--- config.mk ---
export PLATFORM = sky130hd
export DESIGN_NAME = decodeStage
export DESIGN_NICKNAME = d
export VERILOG_FILES = /design/src/cpuPkg.sv /design/src/instrDecoder.sv /design/src/pipeTracker.sv /design/src/hazardUnit.sv /design/src/decodeStage.sv
export SDC_FILE = /design/constraint.sdc
export NUM_CORES = 1
export LEC_CHECK = 0
export BUFFER_PORTS_ARGS = -buffer_cell sky130_fd_sc_hd__clkbuf_2
export CAP_MARGIN = 20
export CORE_MARGIN = 10
export CORE_UTILIZATION = 51
export DETAILED_ROUTE_END_ITERATION = 10
export HOLD_SLACK_MARGIN = 0.12
export PLACE_DENSITY = 0.82
export SYNTH_ARGS = -nofsm -noshare
export SYNTH_HDL_FRONTEND = slang
export SYNTH_SLANG_ARGS = --single-unit
--- constraint.sdc ---
create_clock -name clk -period 4.05 [get_ports clk]
set_input_delay 0.2025 -clock clk [delete_from_list [all_inputs] [get_ports clk]]
set_output_delay 0.2025 -clock clk [all_outputs]
set_load 0.01 [all_outputs]
--- src/cpuPkg.sv ---
package cpuPkg;

    localparam int regWidth = 5;
    localparam logic [regWidth-1:0] raReg = 5'd31;  // Link register written by jal
    localparam logic [2:0] tuseNever = 3'd5;        // Operand is not read at all

    typedef enum logic [5:0] {
        opSpecial = 6'h00,
        opJ       = 6'h02,
        opJal     = 6'h03,
        opBeq     = 6'h04,
        opBgtz    = 6'h07,
        opOri     = 6'h0d,
        opLui     = 6'h0f,
        opLb      = 6'h20,
        opLw      = 6'h23,
        opSh      = 6'h29,
        opSw      = 6'h2b
    } opcodeE;

    // Function field that only means something when the opcode is opSpecial
    typedef enum logic [5:0] {
        fnSll  = 6'h00,
        fnJr   = 6'h08,
        fnJalr = 6'h09,
        fnAddu = 6'h21,
        fnSubu = 6'h23,
        fnSlt  = 6'h2a
    } functE;

    typedef enum logic [4:0] {
        aluNone      = 5'd0,
        aluAdd       = 5'd1,
        aluSub       = 5'd2,
        aluShiftLeft = 5'd3,
        aluLessThan  = 5'd4,
        aluOrOp      = 5'd5,
        aluLoadUpper = 5'd6
    } aluOpE;

    typedef enum logic [3:0] {
        cmpNone            = 4'd0,
        cmpEqual           = 4'd1,
        cmpGreaterThanZero = 4'd2
    } cmpOpE;

    typedef enum logic [2:0] {
        npcSequential = 3'd0,
        npcBranch     = 3'd1,
        npcJump       = 3'd2,
        npcRegister   = 3'd3
    } npcOpE;

    // Where an operand comes from in Decode
    typedef enum logic [1:0] {
        fwdRegFile       = 2'd0,
        fwdFromExecute   = 2'd1,
        fwdFromMemory    = 2'd2,
        fwdFromWriteback = 2'd3
    } fwdSelE;

endpackage

--- src/instrDecoder.sv ---
`timescale 1ns/100ps

module instrDecoder (
    input  logic [31:0]                   instr,
    output logic                          rfWe,
    output logic                          dmWe,
    output logic [1:0]                    wdSel,
    output logic                          extOp,
    output logic                          aSel,
    output logic                          bSel,
    output logic [1:0]                    dmType,
    output cpuPkg::aluOpE                 aluOp,
    output cpuPkg::cmpOpE                 cmpOp,
    output cpuPkg::npcOpE                 npcOp,
    output logic [cpuPkg::regWidth-1:0]   rs,
    output logic [cpuPkg::regWidth-1:0]   rt,
    output logic [cpuPkg::regWidth-1:0]   destReg,
    output logic [2:0]                    tuseRs,
    output logic [2:0]                    tuseRt,
    output logic [2:0]                    tnew
);

    import cpuPkg::*;

    opcodeE opcode;
    functE funct;
    logic [regWidth-1:0] rd;
    logic [regWidth-1:0] writeReg;

    assign opcode = opcodeE'(instr[31:26]);
    assign funct = functE'(instr[5:0]);
    assign rs = instr[25:21];
    assign rt = instr[20:16];
    assign rd = instr[15:11];

    assign destReg = rfWe ? writeReg : '0;  // No write means no producer

    always_comb begin
        rfWe = 1'b0;  // Defaults are the nop values
        dmWe = 1'b0;
        wdSel = 2'd0;
        extOp = 1'b0;
        aSel = 1'b0;
        bSel = 1'b0;
        dmType = 2'd0;
        aluOp = aluNone;
        cmpOp = cmpNone;
        npcOp = npcSequential;
        writeReg = rt;
        tnew = 3'd0;
        tuseRs = tuseNever;
        tuseRt = tuseNever;

        if (instr != '0) begin  // All-zero word stays a nop even though it looks like sll
            unique case (opcode)
                opSpecial: begin
                    unique case (funct)
                        fnAddu, fnSubu, fnSlt: begin
                            rfWe = 1'b1;
                            writeReg = rd;
                            tnew = 3'd2;
                            tuseRs = 3'd1;
                            tuseRt = 3'd1;
                            if (funct == fnAddu) aluOp = aluAdd;
                            else if (funct == fnSubu) aluOp = aluSub;
                            else aluOp = aluLessThan;
                        end
                        fnSll: begin
                            rfWe = 1'b1;
                            writeReg = rd;
                            aSel = 1'b1;  // Shift amount replaces rs
                            aluOp = aluShiftLeft;
                            tnew = 3'd2;
                            tuseRt = 3'd1;
                        end
                        fnJr: begin
                            npcOp = npcRegister;
                            tuseRs = 3'd0;
                        end
                        fnJalr: begin
                            npcOp = npcRegister;
                            rfWe = 1'b1;
                            writeReg = rd;
                            wdSel = 2'd2;
                            tnew = 3'd2;
                            tuseRs = 3'd0;
                        end
                        default: ;
                    endcase
                end
                opOri, opLui: begin
                    rfWe = 1'b1;
                    bSel = 1'b1;
                    aluOp = (opcode == opOri) ? aluOrOp : aluLoadUpper;
                    tnew = 3'd2;
                    tuseRs = 3'd1;
                end
                opLw, opLb: begin
                    rfWe = 1'b1;
                    wdSel = 2'd1;  // Write data from memory
                    extOp = 1'b1;
                    bSel = 1'b1;
                    aluOp = aluAdd;
                    dmType = (opcode == opLb) ? 2'd2 : 2'd0;
                    tnew = 3'd3;
                    tuseRs = 3'd1;
                end
                opSw, opSh: begin
                    dmWe = 1'b1;
                    extOp = 1'b1;
                    bSel = 1'b1;
                    aluOp = aluAdd;
                    dmType = (opcode == opSh) ? 2'd1 : 2'd0;
                    tuseRs = 3'd1;
                    tuseRt = 3'd2;  // Store data is needed only in Memory
                end
                opBeq, opBgtz: begin
                    npcOp = npcBranch;
                    extOp = 1'b1;
                    cmpOp = (opcode == opBeq) ? cmpEqual : cmpGreaterThanZero;
                    tuseRs = 3'd0;
                    tuseRt = 3'd0;
                end
                opJ: begin
                    npcOp = npcJump;
                end
                opJal: begin
                    npcOp = npcJump;
                    rfWe = 1'b1;
                    writeReg = raReg;
                    wdSel = 2'd2;  // Link address
                    tnew = 3'd2;
                end
                default: ;
            endcase
        end
    end

endmodule

--- src/pipeTracker.sv ---
`timescale 1ns/100ps

module pipeTracker (
    input  logic                          clk,
    input  logic                          rstN,
    input  logic                          stall,
    input  logic [cpuPkg::regWidth-1:0]   destReg,
    input  logic [2:0]                    tnew,
    output logic [cpuPkg::regWidth-1:0]   destE,
    output logic [cpuPkg::regWidth-1:0]   destM,
    output logic [cpuPkg::regWidth-1:0]   destW,
    output logic [2:0]                    tnewE,
    output logic [2:0]                    tnewM,
    output logic [2:0]                    tnewW
);

    import cpuPkg::*;

    logic [regWidth-1:0] nextDestE;
    logic [2:0] nextTnewE;

    // Each stage takes one cycle off the result time and stops at zero
    function automatic logic [2:0] countDown(input logic [2:0] t);
        return (t == 3'd0) ? 3'd0 : t - 3'd1;
    endfunction

    always_comb begin
        if (stall) begin
            nextDestE = '0;  // Bubble while Decode holds its instruction
            nextTnewE = 3'd0;
        end else begin
            nextDestE = destReg;
            nextTnewE = countDown(tnew);
        end
    end

    always_ff @(posedge clk or negedge rstN) begin
        if (!rstN) begin
            destE <= '0;
            destM <= '0;
            destW <= '0;
            tnewE <= 3'd0;
            tnewM <= 3'd0;
            tnewW <= 3'd0;
        end else begin
            destE <= nextDestE;
            tnewE <= nextTnewE;
            destM <= destE;
            tnewM <= countDown(tnewE);
            destW <= destM;
            tnewW <= countDown(tnewM);
        end
    end

endmodule

--- src/hazardUnit.sv ---
`timescale 1ns/100ps

module hazardUnit (
    input  logic [cpuPkg::regWidth-1:0]   rs,
    input  logic [cpuPkg::regWidth-1:0]   rt,
    input  logic [2:0]                    tuseRs,
    input  logic [2:0]                    tuseRt,
    input  logic [cpuPkg::regWidth-1:0]   destE,
    input  logic [cpuPkg::regWidth-1:0]   destM,
    input  logic [cpuPkg::regWidth-1:0]   destW,
    input  logic [2:0]                    tnewE,
    input  logic [2:0]                    tnewM,
    input  logic [2:0]                    tnewW,
    output logic                          stall,
    output cpuPkg::fwdSelE                fwdRs,
    output cpuPkg::fwdSelE                fwdRt
);

    import cpuPkg::*;

    logic stallRs;
    logic stallRt;
    fwdSelE selRs;
    fwdSelE selRt;

    // Nearest older writer wins, so Execute is searched before Memory and Writeback
    function automatic void checkSource(
        input  logic [regWidth-1:0] src,
        input  logic [2:0]          tuse,
        output logic                needStall,
        output fwdSelE              sel
    );
        logic [2:0] ready;
        needStall = 1'b0;
        sel = fwdRegFile;
        ready = 3'd0;
        if (tuse != tuseNever && src != '0) begin
            if (destE == src) begin
                sel = fwdFromExecute;
                ready = tnewE;
            end else if (destM == src) begin
                sel = fwdFromMemory;
                ready = tnewM;
            end else if (destW == src) begin
                sel = fwdFromWriteback;
                ready = tnewW;
            end
            needStall = (sel != fwdRegFile) && (ready > tuse);
        end
    endfunction

    always_comb begin
        checkSource(rs, tuseRs, stallRs, selRs);
        checkSource(rt, tuseRt, stallRt, selRt);
        stall = stallRs | stallRt;
        fwdRs = stall ? fwdRegFile : selRs;  // A stalled instruction reads nothing yet
        fwdRt = stall ? fwdRegFile : selRt;
    end

endmodule

--- src/decodeStage.sv ---
`timescale 1ns/100ps

module decodeStage (
    input  logic                          clk,
    input  logic                          rstN,
    input  logic [31:0]                   instr,
    output logic                          rfWe,
    output logic                          dmWe,
    output logic [1:0]                    wdSel,
    output logic                          extOp,
    output logic                          aSel,
    output logic                          bSel,
    output logic [1:0]                    dmType,
    output cpuPkg::aluOpE                 aluOp,
    output cpuPkg::cmpOpE                 cmpOp,
    output cpuPkg::npcOpE                 npcOp,
    output logic [cpuPkg::regWidth-1:0]   rs,
    output logic [cpuPkg::regWidth-1:0]   rt,
    output logic [cpuPkg::regWidth-1:0]   destReg,
    output logic [2:0]                    tuseRs,
    output logic [2:0]                    tuseRt,
    output logic [2:0]                    tnew,
    output logic                          stall,
    output cpuPkg::fwdSelE                fwdRs,
    output cpuPkg::fwdSelE                fwdRt
);

    import cpuPkg::*;

    logic [regWidth-1:0] destE;
    logic [regWidth-1:0] destM;
    logic [regWidth-1:0] destW;
    logic [2:0] tnewE;
    logic [2:0] tnewM;
    logic [2:0] tnewW;

    instrDecoder decoder (
        .instr(instr),
        .rfWe(rfWe),
        .dmWe(dmWe),
        .wdSel(wdSel),
        .extOp(extOp),
        .aSel(aSel),
        .bSel(bSel),
        .dmType(dmType),
        .aluOp(aluOp),
        .cmpOp(cmpOp),
        .npcOp(npcOp),
        .rs(rs),
        .rt(rt),
        .destReg(destReg),
        .tuseRs(tuseRs),
        .tuseRt(tuseRt),
        .tnew(tnew)
    );

    pipeTracker tracker (
        .clk(clk),
        .rstN(rstN),
        .stall(stall),
        .destReg(destReg),
        .tnew(tnew),
        .destE(destE),
        .destM(destM),
        .destW(destW),
        .tnewE(tnewE),
        .tnewM(tnewM),
        .tnewW(tnewW)
    );

    hazardUnit hazard (
        .rs(rs),
        .rt(rt),
        .tuseRs(tuseRs),
        .tuseRt(tuseRt),
        .destE(destE),
        .destM(destM),
        .destW(destW),
        .tnewE(tnewE),
        .tnewM(tnewM),
        .tnewW(tnewW),
        .stall(stall),
        .fwdRs(fwdRs),
        .fwdRt(fwdRt)
    );

endmodule

* Yosys cells after proc, flatten, opt, wreduce, memory -nomap -nowiden
Cells that the tools add are included.
Word-level totals: flip-flop bits (word level) 24, input bits 34, output and inout bits 50
Cells by class: multiplexer cells 71, magnitude comparators 2, reduce and logical (&&, ||, !) cells 28, eq/ne operators 23, bitwise logic cells 1, add/subtract/negate cells 3
Operator list (count):
- 3-bit 2-to-1 mux | 18
- 6-bit equality test (second input constant) | 7
- 2-bit 2-to-1 mux | 20
- 3-bit case mux with 3 select lines | 4
- 32-bit nonzero test | 1
- 5-bit equality test | 6
- 5-bit 2-to-1 mux | 6
- 6-bit by 4-bit equality test with 1-bit output (second input constant) | 4
- 5-bit case mux with 2 select lines | 2
- 5-bit case mux with 3 select lines | 1
- 1-bit 2-to-1 mux | 14
- 6-bit by 2-bit equality test with 1-bit output (second input constant) | 2
- 6-bit by 3-bit equality test with 1-bit output (second input constant) | 2
- 6-bit zero test | 2
- 2-bit OR reduction | 6
- 6-bit OR reduction | 2
- 5-bit nonzero test | 2
- 5-bit OR reduction | 2
- 3-bit zero test | 3
- 3-bit by 1-bit subtractor with 3-bit output (second input constant) | 3
- 4-bit 2-to-1 mux | 2
- 4-bit OR reduction | 2
- 3-bit > comparator | 2
- 3-bit != test (second input constant) | 2
- 8 further kinds | 13

* Longest topological paths before layout
word-level depth 13, mapped depth 13

* Cells and area by module
Synthesis repeated with hierarchy kept, for this count alone.
Unflattened totals: cell total of the unflattened synthesis 292, area total of the unflattened synthesis 2456.1 um^2
Modules (own cells, without submodules):
- instrDecoder | cells each 131, times used 1, area each 865.8 um^2
- pipeTracker | cells each 54, times used 1, area each 802.0 um^2
- hazardUnit | cells each 107, times used 1, area each 788.3 um^2

* Worst setup path after synthesis
No wires, ideal clock.
path type input-to-output, from input instr[31], to output fwdRt[0], arrival 3671 ps, path slack 177 ps, stages on the path 13, path through clkbuf_2 > nor2b_1 > o21ai_0 > a21bo_2 > a21oi_1 > o32ai_1 > a221o_1 > ha_1 > a22oi_1 > a31o_2 > a311oi_2 > nor4_4 > a2111oi_0
Between the ends: word-level cells in the longest chain between the ends 9, elaborated cells on any way between the ends 30, those cells by class order compare (2); eq/ne (10); mux (8); bitwise (1); reduce/logical (9)
RTL lines:
- from (decl) | line decodeStage.sv:6 | input logic [31:0] instr,
- 6-bit equality test, or another cell as far along | line instrDecoder.sv:55 | unique case (opcode)
- 6-bit OR reduction (no source line) / 2-bit OR reduction (equally long branches)
- 3-bit case mux with 3 select lines | line instrDecoder.sv:55
- 3-bit 2-to-1 mux * | line instrDecoder.sv:54 | if (instr != '0) begin
- via tuseRs[0] | line decodeStage.sv:20 | output logic [2:0] tuseRs,
- 3-bit > comparator / 3-bit != test (equally long branches) | line hazardUnit.sv:48, hazardUnit.sv:37
- 1-bit logical AND (on tied branches) | line hazardUnit.sv:48, hazardUnit.sv:37
- 1-bit 2-to-1 mux * | line hazardUnit.sv:37 | if (tuse != tuseNever && src != '0) begin
- 1-bit OR * | line hazardUnit.sv:55 | stall = stallRs | stallRt;
- 2-bit 2-to-1 mux * | line hazardUnit.sv:57 | fwdRt = stall ? fwdRegFile : selRt;
- to (decl) | line decodeStage.sv:25 | output cpuPkg::fwdSelE fwdRt
Mark *: on every way through the listed nets, which the timed path passes. The rest lies on a longest branch.

* Final worst setup path
from input instr[31], to output fwdRs[0]
Between the ends: word-level cells in the longest chain between the ends 9, elaborated cells on any way between the ends 30, those cells by class order compare (2); eq/ne (10); mux (8); bitwise (1); reduce/logical (9)
RTL lines:
- 6-bit equality test, or another cell as far along | line instrDecoder.sv:55
- 6-bit OR reduction (no source line) / 2-bit OR reduction (equally long branches)
- 3-bit case mux with 3 select lines | line instrDecoder.sv:55
- 3-bit 2-to-1 mux | line instrDecoder.sv:54
- 3-bit > comparator / 3-bit != test (equally long branches) | line hazardUnit.sv:48, hazardUnit.sv:37
- 1-bit logical AND (on tied branches) | line hazardUnit.sv:48, hazardUnit.sv:37
- 1-bit 2-to-1 mux | line hazardUnit.sv:37
- 1-bit OR | line hazardUnit.sv:55
- 2-bit 2-to-1 mux * | line hazardUnit.sv:56 | fwdRs = stall ? fwdRegFile : selRs;
- to (decl) | line decodeStage.sv:24 | output cpuPkg::fwdSelE fwdRs,
Every way passes the cells marked *; elsewhere a longest branch is shown, timed or not.

==> run_results.csv <==
group,metric,value,unit
sta,max_freq,265.1,MHz
critical_path,crit_path_start_kind,"input port",
clocking,cts.repair.resized,0,
place,post-place-cells,399,
floorplanning,die-height,88.02,um
clocking,cts_hold_repair.buffers,1,
global_routing,grt_overflow,0,
critical_path,worst-path-max-fanout,10,
global_routing,grt_max_degree,25,
finish,most-common-layout-cells,"clkbuf_2 (76), nor2_1 (29), dfrtp_1 (24), nand2_1 (19), xnor2_1 (19)",
critical_path,regToRegEndpoint,"tracker.destE[3]",
detailed_routing,drc,0,
detailed_routing,wl,6771,um
critical_path,critPathCaptureType,"output pin",
yosys,synth_flop_cell,"dfrtp_1",
min_path,hold_depth,0,
yosys,synth_edf_count,0,
detailed_routing,ant_nets,0,
finish,antenna_cells,0,
clocking,insertion_delay,0.28,ns
detailed_routing,m1WireLength,2859,um
finish,final_common_cell,"clkbuf_2",
yosys,yosysUniqueCellTypes,55,
critical_path,cp_cell_sequence,"clkbuf_2, nor2b_1, o21ai_0, a21bo_2, a21oi_1, o32ai_1, a221o_1, ha_1, a22oi_1, a31o_2, a311oi_2, nor3_1, nor4_1, clkbuf_2",
job,drv_cap,0,
clocking,cts_tree,"built",
place,gp_congestion,0.9264,
critical_path,r2r_cells,13,
critical_path,cpMaxStageDelayCell,"nor2b_1",
finish,instances_no_fill,404,
critical_path,crit_family,"compound AO/OA/AOI/OAI gates",
detailed_routing,vias,2311,
sta,finClkSkew,0.007231,ns
power,p_per_area,215.5,mW/mm2
clocking,numCtsBuffers,3,
critical_path,worstPathArrival,3.57,ns
floorplanning,rows,24,
sta,worstMarginPinSlew,0.6442,ns
finish,drive_gt1_share,27.84,%
yosys,synthTopCellsByArea,"dfrtp_1 (25%), xnor2_1 (7.1%), buf_4 (5.7%)",
clocking,clk_pin_slew,0.09,ns
yosys,yosysSeqAreaShare,25.45,%
detailed_routing,wl_per_cell,16.76,um
critical_path,timing_worst_setup_path_type,"in2out",
floorplanning,fp.coreArea,0.004414,mm2
floorplanning,ios,84,
critical_path,timing.rr.start,"tracker.destW[3]",
detailed_routing,dr_wl_met2,3279,um
critical_path,crit_buf_inv,2,
min_path,hold_start,"tracker.destE[1]",
sta,finalHoldViolCount,0,
yosys,ys_ff_latch,24,
sta,slew_violations,0,
critical_path,cp_num_cells,14,
clocking,cts_setup_buffers,0,
clocking,cts_buffer_depth,2,
floorplanning,die-area,0.007748,mm2
yosys,ys_warn_count,0,
clocking,cts_htree_levels,1,
clocking,cts_sinks,24,
detailed_routing,top_layer,"met4",
yosys,synth_area_leader_cell,"dfrtp_1",
critical_path,crit_required,3.85,ns
min_path,min_path_type,"reg2reg",
detailed_routing,dr.pass1.iters,4,
power,irDropWorstVdd,0.1351,mV
status,status,"finished, final reports clean",
global_routing,grt_pass1_wl,10850,um
global_routing,grt_pass1_vias,2352,
sta,slew_headroom,57.05,%
critical_path,critPathMaxStageDelay,0.40,ns
min_path,holdPathEnd,"tracker.destM[1]",
power,power.leakage,1.354,nW
sta,fin_crit_sh,93.15,%
critical_path,cp_common_cell,"clkbuf_2",
sta,fin_crit,3.772,ns
sta,finalSetupTns,0,ns
sta,setup_viol,0,
finish,syn2layout_area_growth,16.17,%
yosys,synth.avg_cell_area,8.137,um2
floorplanning,start_util,53.46,%
detailed_routing,via_per_inst,5.720,
global_routing,grt.total_usage,16.96,%
yosys,netlist_area,0.002360,mm2
yosys,synth_top_area_share,25.45,%
yosys,async_reset_ff_share,100.0,%
floorplanning,die_x,88.02,um
global_routing,antenna_found_initial,0,
critical_path,regToRegSetupSlack,0.90,ns
detailed_routing,wl_met3,528,um
clocking,root_buffer,"clkbuf_8",
finish,layout.nets,396,
place,dp_hpwl,5568,um
place,io_buffer_count,76,
sta,rsz0062_at_grt,"false",
yosys,syn_inst,290,
detailed_routing,drt-initial-drc-count,131,
[logic make-up (layout without fill, tap and decap cells)]
kind of cell	after synthesis	count (layout)	share of synthesized area, %
AOI/OAI and AO/OA	55	55	17.76
xor gates and xnor gates	33	33	12.25
adders and majority gates	9	9	4.772
buffers and inverters	48	103	11.03
DFF	24	24	25.45
muxes	2	2	0.8484
other	1	8	0.1589
and+or+nand+nor	118	118	27.73
[power by group]
group / internal, mW / switching [mW] / leakage, nW
registers: 0.249 / 0.00978 / 0.323
logic: 0.0652 / 0.0988 / 1.00
clock network: 0.0871 / 0.0814 / 0.0288
total: 0.401 / 0.190 / 1.35
[cell type report]
class | instances | area [um2]
clock buffer | 4 | 55.05
timing repair buffer | 83 | 435.4
multi-input combinational | 225 | 1525
inverter | 16 | 60.06
sequential | 24 | 600.6
fill | 405 | 1673
tap | 52 | 65.06
[through the flow]
stage / utilization (%) / setup slack [ns] / hold WS, ns / power (mW) / cell area (um2)
after floorplan: - / 0.1767 / -0.09309 / 0.3784 / 2386
after global placement: 60.63 / 0.4841 / 0.2265 / 0.4202 / 2676
after detailed placement: 60.63 / 0.3344 / 0.2369 / 0.4254 / 2676
after CTS: 62.10 / 0.3064 / 0.4388 / 0.5926 / 2741
after global routing: 62.10 / 0.03108 / 0.4564 / 0.6185 / 2741
final: 62.10 / 0.2775 / 0.4392 / 0.5909 / 2741
[how the worst max path moves through the flow]
stage,startpoint,to,slack [ns]
2_1_floorplan,instr[31],fwdRt[0],0.18
3_3_place_gp,instr[31],fwdRt[0],0.48
3_5_place_dp,instr[31],fwdRt[0],0.33
4_1_cts,instr[31],fwdRt[0],0.31
5_1_grt,tracker.destW[3],fwdRs[0],0.03
6_report,instr[31],fwdRs[0],0.28
[state kept, by name, summed over array words and instances (netlist names)]
name / flops
tracker.destE: 5
tracker.destM: 5
tracker.destW: 5
tracker.tnewE: 3
tracker.tnewM: 3
tracker.tnewW: 3
[cells in the mapped netlist (all sizes together) (5+ instances only)]
library cell and count:
a21oi 11, a22oi 5, buf 22, clkbuf 10, dfrtp 24, ha 9, inv 16, nand2 20
nand2b 5, nand3 12, nor2 30, nor3 9, nor3b 6, nor4 8, o21ai 9, o311a 6
xnor2 19, xor2 14
[layer usage]
| layer | GRT usage, % | vias to the layer above |
|---|---|---|
| met5 | 0 | - |
| met4 | 5.563 | 0 |
| met3 | 3.900 | 9 |
| met2 | 29.03 | 87 |
| met1 | 20.42 | 1079 |
| li1 | - | 1136 |
Power figures use the tool's default switching activity.
